--- src/verilog/lcd_pkg.sv ---
package lcd_pkg;

   ////////////////////////////////////////
   // Widths that carry a meaning
   ////////////////////////////////////////
   typedef logic [7:0]  byte_t;
   typedef logic [15:0] cpu_addr_t;
   typedef logic [12:0] vram_addr_t;
   typedef logic [8:0]  dot_t;
   typedef logic [7:0]  line_t;
   typedef logic [1:0]  shade_t;

   // STAT mode flag encoding
   typedef enum logic [1:0] {
      MODE_HBLANK   = 2'd0,
      MODE_VBLANK   = 2'd1,
      MODE_OAM      = 2'd2,
      MODE_TRANSFER = 2'd3
   } lcd_mode_t;

   // Background fetcher steps
   typedef enum logic [2:0] {
      FETCH_IDLE,
      FETCH_MAP,
      FETCH_LOW,
      FETCH_HIGH,
      FETCH_READY
   } fetch_state_t;

   ////////////////////////////////////////
   // Raster timing, in dots and lines
   ////////////////////////////////////////
   localparam int DOTS_PER_LINE   = 456;
   localparam int LINES_PER_FRAME = 154;
   localparam int VISIBLE_LINES   = 144;
   localparam int VISIBLE_PIXELS  = 160;
   localparam int OAM_DOTS        = 80;
   localparam int TRANSFER_DOTS   = 172;
   // System clocks per dot
   localparam int DOT_DIV         = 2;

   ////////////////////////////////////////
   // Bus map and reset values
   ////////////////////////////////////////
   localparam cpu_addr_t ADDR_LCDC = 16'hFF40;
   localparam cpu_addr_t ADDR_STAT = 16'hFF41;
   localparam cpu_addr_t ADDR_SCY  = 16'hFF42;
   localparam cpu_addr_t ADDR_SCX  = 16'hFF43;
   localparam cpu_addr_t ADDR_LY   = 16'hFF44;
   localparam cpu_addr_t ADDR_LYC  = 16'hFF45;
   localparam cpu_addr_t ADDR_BGP  = 16'hFF47;

   localparam cpu_addr_t VRAM_BASE = 16'h8000;
   localparam cpu_addr_t VRAM_END  = 16'h9FFF;

   // Offsets inside VRAM, i.e. 0x9800/0x9C00 and 0x8000/0x9000 on the bus
   localparam vram_addr_t MAP0_BASE           = 13'h1800;
   localparam vram_addr_t MAP1_BASE           = 13'h1C00;
   localparam vram_addr_t TILES_UNSIGNED_BASE = 13'h0000;
   localparam vram_addr_t TILES_SIGNED_BASE   = 13'h1000;

   localparam byte_t LCDC_RESET = 8'h91;
   localparam byte_t BGP_RESET  = 8'hE4;
   localparam byte_t OPEN_BUS   = 8'hFF;

endpackage
--- src/verilog/bg_fetch.sv ---
`timescale 1ns/1ps

module bg_fetch
   import lcd_pkg::*;
(
   input  logic       clock,
   input  logic       reset,
   input  logic       dot_tick,
   input  lcd_mode_t  mode,
   input  line_t      ly,
   input  byte_t      scx,
   input  byte_t      scy,
   input  byte_t      bgp,
   input  logic       map_sel,
   input  logic       tile_sel,
   input  logic       bg_on,
   output vram_addr_t render_addr,
   input  byte_t      render_data,
   output shade_t     pixel_data,
   output logic       pixel_we
);

   fetch_state_t state;
   lcd_mode_t    mode_q;
   logic         start, active, emit, fill, load;
   logic         buf_full, first;
   logic [3:0]   sh_cnt;
   logic [7:0]   pix_cnt;
   logic [2:0]   fine_x, drop;
   logic [4:0]   tile_x;
   line_t        bg_y;
   vram_addr_t   map_addr, row_addr, row_q, tile_off, tile_base;
   byte_t        lo_q, buf_lo, buf_hi, sh_lo, sh_hi;
   shade_t       color;

   assign start  = (mode == MODE_TRANSFER) && (mode_q != MODE_TRANSFER);
   // Line still in progress
   assign active = (mode == MODE_TRANSFER) && (pix_cnt < 8'(VISIBLE_PIXELS)) && !start;
   assign emit   = active && dot_tick && (sh_cnt != 4'd0);
   assign fill   = active && (state == FETCH_READY) && !buf_full;
   // Refill the shifter as its last pixel leaves
   assign load   = active && buf_full && ((sh_cnt == 4'd0) || (sh_cnt == 4'd1 && emit));
   // Fine scroll only trims the first tile
   assign drop   = first ? fine_x : 3'd0;

   ////////////////////////////////////////
   // VRAM address generation
   ////////////////////////////////////////
   assign map_addr  = (map_sel ? MAP1_BASE : MAP0_BASE) + {3'b000, bg_y[7:3], tile_x};
   // Index arrives on render_data in FETCH_LOW
   assign tile_off  = tile_sel ? {1'b0, render_data, 4'h0}
                               : {render_data[7], render_data, 4'h0};
   assign tile_base = tile_sel ? TILES_UNSIGNED_BASE : TILES_SIGNED_BASE;
   assign row_addr  = tile_base + tile_off + {9'd0, bg_y[2:0], 1'b0};

   always_comb begin
      case (state)
         FETCH_LOW:   render_addr = row_addr;
         // High byte sits right after the low byte
         FETCH_HIGH:  render_addr = row_q | 13'd1;
         FETCH_READY: render_addr = row_q | 13'd1;
         default:     render_addr = map_addr;
      endcase
   end

   // Control
   always_ff @(posedge clock) begin
      if (reset) begin
         state    <= FETCH_IDLE;
         mode_q   <= MODE_HBLANK;
         buf_full <= 1'b0;
         sh_cnt   <= '0;
         pix_cnt  <= '0;
         first    <= 1'b0;
         pixel_we <= 1'b0;
      end else begin
         mode_q   <= mode;
         pixel_we <= emit;
         if (start) begin
            state   <= FETCH_MAP;
            pix_cnt <= '0;
            first   <= 1'b1;
         end else if (!active) begin
            state <= FETCH_IDLE;
         end else begin
            case (state)
               FETCH_MAP:   state <= FETCH_LOW;
               FETCH_LOW:   state <= FETCH_HIGH;
               FETCH_HIGH:  state <= FETCH_READY;
               // Hold the high byte until the buffer frees up
               FETCH_READY: if (fill) state <= FETCH_MAP;
               default:     state <= FETCH_IDLE;
            endcase
         end
         if (start || !active) begin
            buf_full <= 1'b0;
            sh_cnt   <= '0;
         end else begin
            if (fill) begin
               buf_full <= 1'b1;
            end else if (load) begin
               buf_full <= 1'b0;
            end
            if (load) begin
               sh_cnt <= 4'd8 - {1'b0, drop};
            end else if (emit) begin
               sh_cnt <= sh_cnt - 4'd1;
            end
         end
         if (load) begin
            first <= 1'b0;
         end
         if (emit) begin
            pix_cnt <= pix_cnt + 8'd1;
         end
      end
   end

   // Pixel index, MSB first, forced to 0 with the background off
   assign color = bg_on ? {sh_hi[7], sh_lo[7]} : 2'b00;

   // Datapath
   always_ff @(posedge clock) begin
      if (start) begin
         bg_y   <= scy + ly;
         tile_x <= scx[7:3];
         fine_x <= scx[2:0];
      end else if (fill) begin
         tile_x <= tile_x + 5'd1;
      end
      if (state == FETCH_LOW) begin
         row_q <= row_addr;
      end
      if (state == FETCH_HIGH) begin
         lo_q <= render_data;
      end
      // Prefetch buffer, second tile in flight
      if (fill) begin
         buf_lo <= lo_q;
         buf_hi <= render_data;
      end
      if (load) begin
         sh_lo <= buf_lo << drop;
         sh_hi <= buf_hi << drop;
      end else if (emit) begin
         sh_lo <= sh_lo << 1;
         sh_hi <= sh_hi << 1;
      end
      // BGP lookup
      if (emit) begin
         pixel_data <= bgp[{color, 1'b0} +: 2];
      end
   end

endmodule

--- config.mk ---
export PLATFORM = sky130hd
export DESIGN_NAME = bg_fetch
export DESIGN_NICKNAME = d
export VERILOG_FILES = /design/src/verilog/lcd_pkg.sv /design/src/verilog/bg_fetch.sv
export SDC_FILE = /design/constraint.sdc
export NUM_CORES = 1
export LEC_CHECK = 0
export ABC_AREA = 1
export ABC_CLOCK_PERIOD_IN_PS = 5400
export BUFFER_PORTS_ARGS = -buffer_cell sky130_fd_sc_hd__buf_2
export CAP_MARGIN = 5
export CORE_MARGIN = 10
export CORE_UTILIZATION = 45
export DETAILED_ROUTE_END_ITERATION = 10
export GPL_TIMING_DRIVEN = 0
export PLACE_DENSITY = 0.65
export SYNTH_ARGS = -nofsm -noshare
export SYNTH_HDL_FRONTEND = slang
export SYNTH_SLANG_ARGS = --single-unit
export TNS_END_PERCENT = 5
--- constraint.sdc ---
create_clock -name clock -period 5.4 [get_ports clock]
set_input_delay 1.08 -clock clock [delete_from_list [all_inputs] [get_ports clock]]
set_output_delay 1.08 -clock clock [all_outputs]
set_load 0.01 [all_outputs]
[Word-level counts from Yosys, hierarchy flattened]
Cells that the tools add are included.
Operators by class
  add/subtract/negate cells: 8
  magnitude comparators: 1
  equality and inequality tests: 9
  shifts and indexed selects: 3
  muxes and demuxes: 22
  bitwise logic cells: 1
  reduce and logical (&&, ||, !) cells: 25
Operators with widths (count)
  two-way mux 8 bit: 6
  two-way mux 13 bit: 2
  case mux 13 bit (2 select lines): 1
  << shifter 8 x 3 -> 8 bit: 2
  adder 12 x 11 -> 13 bit: 1
  adder 13 bit: 1
  adder 13 x 4 -> 13 bit: 1
  case mux 3 bit (4 select lines): 1
  two-way mux 11 bit: 1
  logical AND 1 bit: 10
  two-way mux 5 bit: 2
  adder 8 x 1 -> 8 bit, second input constant: 1
  adder 8 bit: 1
  < comparator 8 bit, second input constant: 1
  two-way mux 4 bit: 2
  nonzero test 2 bit: 4
  indexed part select 8 x 4 -> 2 bit: 1
  equality test 3 x 2 -> 1 bit, second input constant: 2
  two-way mux 3 bit: 2
  OR reduction 2 bit: 3
  adder 5 x 1 -> 5 bit, second input constant: 1
  equality test 4 x 1 -> 1 bit, second input constant: 1
  zero test 4 bit: 1
  two-way mux 1 bit: 4
  13 further kinds: 17
Storage, ports and cells
  register bits after elaboration: 91
  bits of input ports: 48
  output and inout port bits: 16

[Logic depth before layout (Yosys ltp)]
Gate-level depths: netlist of run 1.
  depth after elaboration: 11
  mapped depth: 10
  mapped depth without buffers: 10

[Least setup slack after synthesis of run 1]
OpenSTA, ideal clock, no wires.
  kind: input -> register
  start: input port mode[0]
  end: register tile_x[0] (enable)
  library setup time: 0.305 ns
  data arrival time: 2.993 ns
  data required time: 5.095 ns
  slack: 2.102 ns
  stages: 5
  path through: nand2_1 > nor2_4 > nand2_4 > nor3_1 > or2_2
Between the ends
  longest elaborated chain between the ends: 7
RTL lines
  start: declaration: RTL line bg_fetch.sv:9  | input lcd_mode_t mode,
  equality test 2 bit *: RTL line bg_fetch.sv:36, bg_fetch.sv:38
  logical AND 1 bit: RTL line bg_fetch.sv:36  | assign start = (mode == MODE_TRANSFER) && (mode_q != MODE_TRANSFER);
  zero test 1 bit: RTL line bg_fetch.sv:38  | assign active = (mode == MODE_TRANSFER) && (pix_cnt < 8'(VISIBLE_PIXELS)) && !start;
  logical AND 1 bit *: RTL line bg_fetch.sv:38
  logical AND 1 bit * (2 in a row): RTL line bg_fetch.sv:40  | assign fill = active && (state == FETCH_READY) && !buf_full;
  named net fill: RTL line bg_fetch.sv:25  | logic start, active, emit, fill, load;
  nonzero test 2 bit (no line) *
  end signal: assignment: RTL line bg_fetch.sv:126  | tile_x <= scx[7:3];
  end signal: assignment: RTL line bg_fetch.sv:129  | tile_x <= tile_x + 5'd1;
  end: declaration: RTL line bg_fetch.sv:30  | logic [4:0] tile_x;
Mark *: on every way through the listed nets, which the timed path passes. The rest lies on a longest branch.
A chain may end at the register's enable or synchronous reset.

[Worst setup path in the final report of run 1]
  start: register state[2]
  end: output port render_addr[8]
Between the ends
  longest elaborated chain between the ends: 3
RTL lines
  start: declaration: RTL line bg_fetch.sv:23  | fetch_state_t state;
  start signal: assignment: RTL line bg_fetch.sv:69  | state <= FETCH_IDLE;
  start signal: assignment: RTL line bg_fetch.sv:80  | state <= FETCH_MAP;
  start signal: assignment: RTL line bg_fetch.sv:84  | state <= FETCH_IDLE;
  equality test 3 bit or equality test 3 x 2 -> 1 bit (tied branches): RTL line bg_fetch.sv:57  | case (state)
  OR reduction 2 bit (no line)
  case mux 13 bit (2 select lines) *: RTL line bg_fetch.sv:57
  end: declaration: RTL line bg_fetch.sv:17  | output vram_addr_t render_addr,
Mark *: on every way between the ends. The rest lies on a longest branch, timed or not.

==> impl_results.rst, run 1 <==
.. list-table::
   :header-rows: 1

   * - Metric
     - Value
   * - Status
     - finished clean
   * - Number of enable flip-flop cells after synthesis
     - 70
   * - Core ar.
     - 0.00973 mm²
   * - Library cell with the largest summed area after synthesis
     - sky130_fd_sc_hd__edfxtp_1
   * - Warnings, synthesis
     - 0
   * - Maximum number of pins on one net before global-route repair
     - 22
   * - Clk_skew
     - 0.00743 ns
   * - Worst hold path cell count
     - 0
   * - Final non-filler cell area
     - 0.00519 mm²
   * - Power Dens Cells
     - 267 mW/mm²
   * - Pins over their slew limit
     - 0
   * - Antenna violations before repair
     - 0
   * - Vias in the first global route
     - 3408
   * - Worst stage delay on the critical path
     - 0.47 ns
   * - Final Hold Fails
     - 0
   * - Data arrival at the endpoint of the critical path
     - 2.04 ns
   * - Starting DRT DRC Count
     - 111
   * - Number of gates resized after CTS
     - 0
   * - Setup tns final
     - 0 ns
   * - WL per Instance
     - 14.0 µm
   * - Classification of the worst setup path
     - reg -> out
   * - Final nets
     - 593
   * - Post-Syn Nets
     - 518
   * - Startpoint of the worst setup timing path
     - state[2]
   * - Setup repair after global routing missed its margin
     - false
   * - Count of TritonRoute iterations in the first routing pass
     - 4
   * - Class of the tightest hold or removal check
     - reg -> reg
   * - Die width
     - 120 µm
   * - All-layer global routing usage
     - 0.134
   * - Cts hold-fix bufs
     - 0
   * - Clock root buffer master
     - sky130_fd_sc_hd__clkbuf_8
   * - Die area
     - 0.0143 mm²
   * - Register bit count reported by yosys
     - 90
   * - First-pass GRT wire length
     - 15900 µm
   * - Chip Height
     - 120 µm
   * - HPWL after DPL
     - 7110 µm
   * - Number of placed cells counting well taps
     - 653
   * - Clock Pin Slew Worst Setup and Hold Paths
     - 0.09 ns
   * - CTS tree
     - done
   * - Shortest period the worst path allows
     - 3.12 ns
   * - Num Clock Sinks
     - 90
   * - Final clock period utilization by the worst path
     - 0.577
   * - Initial Utilization
     - 0.458
   * - Post-CTS setup buffer count
     - 0
   * - I/O pin total
     - 64
   * - Source-to-sink clock delay at the later pin of the worst-skew pair
     - 0.37 ns
   * - Post-synthesis cell type count
     - 41
   * - Library cell contributing the largest single delay on the critical path
     - sky130_fd_sc_hd__buf_2
   * - DRT Wirelength
     - 9340 µm
   * - Largest cells by area after synthesis
     - sky130_fd_sc_hd__edfxtp_1, sky130_fd_sc_hd__nand2_1, sky130_fd_sc_hd__dfxtp_1
   * - R2r worst-path depth
     - 5
   * - Most frequent cells in the layout
     - sky130_fd_sc_hd__nand2_1, sky130_fd_sc_hd__edfxtp_1, sky130_fd_sc_hd__buf_2
   * - Top flip-flop cell by instance count after synthesis
     - sky130_fd_sc_hd__edfxtp_1
   * - Utilization of the core after routing
     - 0.533
   * - Min-delay src
     - lo_q[5]
   * - Most common cell type on the critical path
     - sky130_fd_sc_hd__buf_2
   * - Post-route insts no fill
     - 669
   * - Worst Path Required
     - 4.32 ns
   * - Area fraction of the dominant cell type after synthesis
     - 0.471
   * - Global route overflow
     - 0
   * - Post-synthesis average cell area
     - 9.78 µm²
   * - Crit path cell chain
     - nor3_2 -> buf_2 -> a22oi_1 -> nand2_1 -> buf_2
   * - Sequential cell area fraction in the yosys report
     - 0.561
   * - Reg2Reg Setup Slack
     - 3.21 ns
   * - Critical path buffers and inverters
     - 2
   * - Clock buffer depth
     - 2
   * - Max-slew headroom
     - 0.350
   * - Count of mapped cells out of synthesis
     - 456
   * - Cell family with the largest share of critical-path delay
     - buffers and inverters
   * - Ant diodes
     - 0
   * - Post-Synthesis Cell Area
     - 0.00446 mm²
   * - Worst Hold Path EP
     - buf_lo[5]
   * - Vias
     - 3351
   * - Number of maximum-capacitance constraint violations
     - 0
   * - Count of buffers inserted at the top-level ports
     - 62
   * - Most common cell after layout, fill and taps aside
     - sky130_fd_sc_hd__nand2_1
   * - Crit. End Element
     - primary output
   * - LEAKAGE
     - 2.11 nW
   * - Weighted congestion at the end of routability-driven global placement
     - 0.892
   * - Pin slew with the least headroom to its limit
     - 0.970 ns
   * - Final ANT Viol Nets
     - 0
   * - Type of element launching the critical path
     - flip-flop
   * - Endpoint of the most critical register-to-register path
     - sh_lo[7]
   * - DR DRC count
     - 0
   * - Hold Slack
     - 0.420 ns
   * - Worst reg2reg startpoint
     - sh_cnt[0]
   * - CP Max Fanout
     - 21
   * - # H-tree levels
     - 3
   * - Drt via density
     - 5.01
   * - Standard cell area after detailed placement
     - 0.00496 mm²
   * - Total number of placement rows
     - 36
   * - Worst voltage drop across the vdd grid
     - 0.000150 V
   * - Proportion of register bits with asynchronous set or reset after synthesis
     - 0
   * - Clock buffers created by TritonCTS
     - 9
   * - Layout cell share with drive strength beyond 1
     - 0.216
   * - Setup violators final
     - 0
   * - Area growth from synthesis to layout
     - 16.3%
   * - FMAX
     - 321 MHz
## layout make-up
type / count / area [µm²]
sequential: 90 / 2500
buffer: 12 / 72.6
clock inverter: 7 / 101
fill: 907 / 4540
clock buffer: 9 / 124
multi-input combinational: 311 / 1730
timing repair buffer: 64 / 325
tap: 133 / 166
inverter: 43 / 166
## synth_stat cells, types with 2 or more instances
| master | instances |
|---|---|
| sky130_fd_sc_hd__o22ai_1 | 4 |
| sky130_fd_sc_hd__edfxtp_1 | 70 |
| sky130_fd_sc_hd__nand2_4 | 3 |
| sky130_fd_sc_hd__nand2_1 | 125 |
| sky130_fd_sc_hd__o21bai_1 | 2 |
| sky130_fd_sc_hd__a21oi_1 | 22 |
| sky130_fd_sc_hd__xor2_1 | 10 |
| sky130_fd_sc_hd__inv_1 | 41 |
| sky130_fd_sc_hd__buf_6 | 2 |
| sky130_fd_sc_hd__o21ai_0 | 36 |
| sky130_fd_sc_hd__nand4_1 | 3 |
| sky130_fd_sc_hd__dfxtp_1 | 20 |
| sky130_fd_sc_hd__o211ai_1 | 5 |
| sky130_fd_sc_hd__nor2_1 | 21 |
| sky130_fd_sc_hd__nor2_2 | 2 |
| sky130_fd_sc_hd__ha_1 | 13 |
| sky130_fd_sc_hd__nand3_1 | 18 |
| sky130_fd_sc_hd__nor3_1 | 5 |
| sky130_fd_sc_hd__buf_2 | 7 |
| sky130_fd_sc_hd__o21ai_2 | 8 |
| sky130_fd_sc_hd__clkbuf_1 | 2 |
| sky130_fd_sc_hd__or2_1 | 2 |
| sky130_fd_sc_hd__a22oi_1 | 11 |
| sky130_fd_sc_hd__nor2_4 | 3 |
| sky130_fd_sc_hd__xnor2_1 | 4 |
| sky130_fd_sc_hd__nand3_2 | 2 |
## registers in the layout, indices dropped and copies added, names as in the netlist
name and flops:
tile_x 5, buf_full 1, first 1, fine_x 3, pixel_we 1, sh_cnt 4
pixel_data 2, lo_q 8, bg_y 8, buf_hi 8, pix_cnt 8, sh_lo 8
buf_lo 8, mode_q 2, sh_hi 8, row_q 12, state 3
## worst max path at each step
| stage | endpoint | slack (ns) | depth (start not counted) |
|---|---|---|---|
| after floorplan | tile_x[0] | 2.10 | 5 |
| after global placement | tile_x[4] | 1.43 | 6 |
| after detailed placement | sh_lo[4] | 2.37 | 6 |
| after CTS | render_addr[6] | 2.24 | 5 |
| after global routing | render_addr[6] | 2.12 | 6 |
| final | render_addr[8] | 2.28 | 5 |
## stage by stage
stage               worst slack [ns]  power [W]
global placement                1.43   0.000882
CTS                             2.24    0.00140
detailed placement              2.37   0.000884
finish                          2.28    0.00138
floorplan                       2.10   0.000839
global route                    2.12    0.00144
## cells by family (layout without fill, tap and decap cells)
logic type | after synthesis | after routing | synth area share
buffers and inverters | 55 | 135 | 0.0536
DFF | 90 | 90 | 0.561
adders and majority gates | 14 | 14 | 0.0410
and+or+nand+nor | 188 | 188 | 0.185
xor gates and xnor gates | 14 | 14 | 0.0275
AOI/OAI and AO/OA | 95 | 95 | 0.132
## report_power, final
| part | internal, W | switching, W | total [W] |
|---|---|---|---|
| registers | 0.000755 | 0.00000486 | 0.000760 |
| clock network | 0.000265 | 0.000251 | 0.000516 |
| logic | 0.0000443 | 0.0000629 | 0.000107 |
| total | 0.00106 | 0.000319 | 0.00138 |
## per-layer routing
| layer | up-vias | routed length, µm | track usage |
|---|---|---|---|
| li1 | 1721 | - | - |
| met1 | 1536 | 4080 | 0.156 |
| met2 | 83 | 4410 | 0.219 |
| met3 | 11 | 681 | 0.0511 |
| met4 | 0 | 176 | 0.0528 |
| met5 | - | 0 | 0 |
Power figures use the tool's default switching activity.
==> run 2, diff against run 1 <==
--- a/config.mk
+++ b/config.mk
@@ -5,15 +5,14 @@
 export SDC_FILE = /design/constraint.sdc
 export NUM_CORES = 1
 export LEC_CHECK = 0
-export ABC_AREA = 1
-export ABC_CLOCK_PERIOD_IN_PS = 5400
+export ABC_AREA = 0
+export ABC_CLOCK_PERIOD_IN_PS = 3030
 export BUFFER_PORTS_ARGS = -buffer_cell sky130_fd_sc_hd__buf_2
 export CAP_MARGIN = 5
 export CORE_MARGIN = 10
 export CORE_UTILIZATION = 45
 export DETAILED_ROUTE_END_ITERATION = 10
 export GPL_TIMING_DRIVEN = 0
-export PLACE_DENSITY = 0.65
 export SYNTH_ARGS = -nofsm -noshare
 export SYNTH_HDL_FRONTEND = slang
 export SYNTH_SLANG_ARGS = --single-unit
==> constraint.sdc (replaced) <==
create_clock -name clock -period 3.03 [get_ports clock]
set_input_delay 0.606 -clock clock [delete_from_list [all_inputs] [get_ports clock]]
set_output_delay 0.606 -clock clock [all_outputs]
set_load 0.01 [all_outputs]
==> run 2 against run 1 <==
Compared with the run above:
- sequential share of layout area is 2.7 points lower
- flip-flop and latch count stayed put
- via count is 5.4% higher
- sequential power is 79% higher
- largest power group unchanged
- highest routed layer unchanged
==> impl_results.rst, run 2 <==
.. list-table::
   :header-rows: 1

   * - Metric
     - Value
   * - I/O pin total
     - 64 (unchanged)
   * - CP Max Fanout
     - 10 (-52%)
   * - CTS tree
     - done
   * - Min-delay src
     - scx[1]
   * - Antenna violations before repair
     - 0 (unchanged)
   * - Chip Height
     - 123 µm (+3.1%)
   * - WL per Instance
     - 17.1 µm (+22%)
   * - Drt via density
     - 5.52 (+10%)
   * - Worst Path Required
     - 2.42 ns (-1.90 ns)
   * - DR DRC count
     - 0 (unchanged)
   * - Post-Synthesis Cell Area
     - 0.00480 mm² (+7.6%)
   * - Die area
     - 0.0152 mm² (+6.3%)
   * - Classification of the worst setup path
     - reg -> out
   * - Library cell with the largest summed area after synthesis
     - sky130_fd_sc_hd__edfxtp_1
   * - Pin slew with the least headroom to its limit
     - 1.18 ns (+0.210 ns)
   * - Warnings, synthesis
     - 0 (unchanged)
   * - Power Dens Cells
     - 432 mW/mm² (+62%)
   * - Endpoint of the most critical register-to-register path
     - tile_x[1]
   * - Most frequent cells in the layout
     - sky130_fd_sc_hd__edfxtp_1, sky130_fd_sc_hd__buf_2, sky130_fd_sc_hd__a21oi_1
   * - Clock root buffer master
     - sky130_fd_sc_hd__clkbuf_8
   * - Clock Pin Slew Worst Setup and Hold Paths
     - 0.10 ns (about the same)
   * - Status
     - finished clean
   * - Proportion of register bits with asynchronous set or reset after synthesis
     - 0 (unchanged)
   * - All-layer global routing usage
     - 0.147 (+0.0128)
   * - Final clock period utilization by the worst path
     - 0.919
   * - HPWL after DPL
     - 8140 µm (+15%)
   * - Worst Hold Path EP
     - fine_x[1]
   * - Area share of fa/ha/maj cells after synthesis
     - 0.0381 (-0.00288)
   * - Global route overflow
     - 0 (unchanged)
   * - Post-Syn Nets
     - 484 (-6.6%)
   * - Layout cell share with drive strength beyond 1
     - 0.219 (+0.00227)
   * - Largest cells by area after synthesis
     - sky130_fd_sc_hd__edfxtp_1, sky130_fd_sc_hd__dfxtp_1, sky130_fd_sc_hd__ha_1
   * - Crit path cell chain
     - clkbuf_1 -> nand2b_1 -> buf_2 -> nand2_2 -> o22ai_1 -> a21oi_1 -> buf_2
   * - Total number of placement rows
     - 37 (+2.8%)
   * - Worst voltage drop across the vdd grid
     - 0.000188 V (+25%)
   * - Area fraction of the dominant cell type after synthesis
     - 0.438 (-0.0332)
   * - Simple-gate area share of the yosys netlist
     - 0.146 (-0.0386)
   * - Register bit count reported by yosys
     - 90 (unchanged)
   * - Class of the tightest hold or removal check
     - in -> reg
   * - Pins over their slew limit
     - 0 (unchanged)
   * - Main combinational cell family by area after synthesis
     - compound AO/OA/AOI/OAI gates
   * - Shortest period the worst path allows
     - 2.78 ns
   * - Count of buffers inserted at the top-level ports
     - 63 (+1.6%)
   * - Filler instances
     - 938 (+3.4%)
   * - Final nets
     - 560 (-5.6%)
   * - Crit. End Element
     - primary output
   * - Most common cell after layout, fill and taps aside
     - sky130_fd_sc_hd__edfxtp_1
   * - Utilization of the core after routing
     - 0.530 (-0.00277)
   * - R2r worst-path depth
     - 4 (-1)
   * - Source-to-sink clock delay at the later pin of the worst-skew pair
     - 0.36 ns (about the same)
   * - Sequential cell area fraction in the yosys report
     - 0.522 (-0.0395)
   * - Share of the synthesized area in compound gates (AO/OA/AOI/OAI)
     - 0.165 (+0.0332)
   * - Clock buffer depth
     - 2 (unchanged)
   * - Worst hold path cell count
     - 1 (+1)
   * - Count of mapped cells out of synthesis
     - 422 (-7.5%)
   * - Type of element launching the critical path
     - flip-flop
   * - Count of TritonRoute iterations in the first routing pass
     - 4 (unchanged)
   * - Worst stage delay on the critical path
     - 0.32 ns (-0.15 ns)
   * - Area growth from synthesis to layout
     - 14.6%
   * - FMAX
     - 359 MHz
   * - Commonest cells in the netlist
     - sky130_fd_sc_hd__edfxtp_1, sky130_fd_sc_hd__a21oi_1, sky130_fd_sc_hd__nand2_1
   * - Initial Utilization
     - 0.463 (+0.00426)
   * - Core ar.
     - 0.0104 mm² (+6.6%)
   * - Vias in the first global route
     - 3664 (+7.5%)
   * - Number of maximum-capacitance constraint violations
     - 0 (unchanged)
   * - Hold Slack
     - 0.411 ns (-0.00904 ns)
   * - Maximum number of pins on one net before global-route repair
     - 21 (-4.5%)
   * - Post-synthesis average cell area
     - 11.4 µm² (+16%)
   * - Post-synthesis cell type count
     - 62 (+51%)
   * - Worst reg2reg startpoint
     - mode_q[0]
   * - Top flip-flop cell by instance count after synthesis
     - sky130_fd_sc_hd__edfxtp_1
   * - Share of synthesized area spent on multiplexers
     - 0.0728 (+0.0728)
   * - Weighted congestion at the end of routability-driven global placement
     - 0.895 (+0.30%)
   * - Number of enable flip-flop cells after synthesis
     - 70 (unchanged)
   * - Starting DRT DRC Count
     - 261 (+140%)
   * - Setup repair after global routing missed its margin
     - false
   * - Die width
     - 123 µm (+3.1%)
   * - Setup violators final
     - 0 (unchanged)
   * - Post-route insts no fill
     - 640 (-4.3%)
   * - # H-tree levels
     - 3 (unchanged)
   * - Max-slew headroom
     - 0.210 (-0.139)
   * - Flip-flop count of the largest register after layout
     - 12 (unchanged)
   * - Final Hold Fails
     - 0 (unchanged)
   * - Clock buffers created by TritonCTS
     - 9 (unchanged)
   * - Most common cell type on the critical path
     - sky130_fd_sc_hd__buf_2
   * - DRT Wirelength
     - 10900 µm (+17%)
   * - First-pass GRT wire length
     - 17900 µm (+12%)
   * - Most instantiated library cell after synthesis
     - sky130_fd_sc_hd__edfxtp_1
   * - Reg2Reg Setup Slack
     - 0.69 ns (-2.52 ns)
   * - Library cell contributing the largest single delay on the critical path
     - sky130_fd_sc_hd__dfxtp_1
   * - Clk_skew
     - 0.0105 ns (+0.00304 ns)
   * - Register with the most flip-flops
     - row_q
   * - Final ANT Viol Nets
     - 0 (unchanged)
   * - Synth Area in XOR/XNOR
     - 0.0201 (-0.00741)
   * - Number of placed cells counting well taps
     - 622 (-4.7%)
   * - LEAKAGE
     - 2.01 nW (-5.0%)
   * - Vias
     - 3532 (+5.4%)
   * - Num Clock Sinks
     - 90 (unchanged)
   * - Data arrival at the endpoint of the critical path
     - 2.18 ns (+0.14 ns)
-- run 2: metal layers --
metal / routed length, µm / global-route usage / part of all wire / vias up
met4: 221 / 0.0640 / 0.020 / 0
met5: 0 / 0 / 0 / -
met2: 5140 / 0.245 / 0.47 / 89
met3: 597 / 0.0314 / 0.055 / 16
li1: - / - / - / 1774
met1: 4980 / 0.179 / 0.46 / 1653
-- run 2: layout make-up --
type                       count  area, µm²  area share
antenna                        1       2.50    0.000455
sequential                    90       2500       0.455
inverter                      16       60.1      0.0109
timing repair buffer          65        334      0.0608
clock buffer                  11        153      0.0278
multi-input combinational    296       2130       0.387
clock inverter                 5       35.0     0.00637
tap                          136        170      0.0309
buffer                        20        113      0.0205
-- run 2: how the worst max path moves through the flow --
stage	from	endpoint	slack, ns
after detailed placement	mode[0]	tile_x[4]	0.33
after floorplan	mode[0]	tile_x[0]	0.10
final	state[2]	render_addr[8]	0.25
after CTS	state[2]	render_addr[6]	0.09
after global routing	state[2]	render_addr[2]	0.01
after global placement	mode[0]	tile_x[4]	-0.80
-- run 2: per-stage QoR --
step,worst slack [ns],setup TNS [ns],power [W],cell area [µm²]
floorplan,0.104,0,0.00151,4800
global placement,-0.802,-12.08,0.00159,5280
detailed placement,0.332,0,0.00160,5300
CTS,0.0931,0,0.00239,5490
global route,0.0101,0,0.00245,5500
finish,0.245,0,0.00238,5500
-- run 2: cells by family (layout without fill, tap and decap cells) --
| logic type | Yosys count | in the layout |
|---|---|---|
| adder cells (fa/ha/maj) | 14 | 14 |
| AND/OR/NAND/NOR | 129 | 129 |
| XOR/XNOR | 11 | 11 |
| multiplexers | 24 | 24 |
| buffers and inverters | 36 | 117 |
| AO/OA/AOI/OAI | 118 | 118 |
| flip-flops | 90 | 90 |
| other | 0 | 1 |
-- run 2: repair_timing --
| action | in CTS | in global routing |
|---|---|---|
| hold buffers | 0 | 0 |
| setup buffers | 0 | 0 |
| resized for setup | 0 | 1 |
| endpoints found under the hold margin | 0 | 0 |
| endpoints found under the setup margin | 0 | 10 |
-- run 2: worst max-delay path, delay by kind of cell, from the launching register on --
kind                   cells  cell delay, ns
flip-flops                 1            0.32
AO/OA/AOI/OAI              2            0.29
buffers and inverters      3            0.73
AND/OR/NAND/NOR            2            0.48
-- run 2: power breakdown --
part | internal, W | leakage (nW) | switching, W
registers | 0.00135 | 0.840 | 0.0000135
clock network | 0.000353 | 0.0997 | 0.000455
logic | 0.0000954 | 1.07 | 0.000112
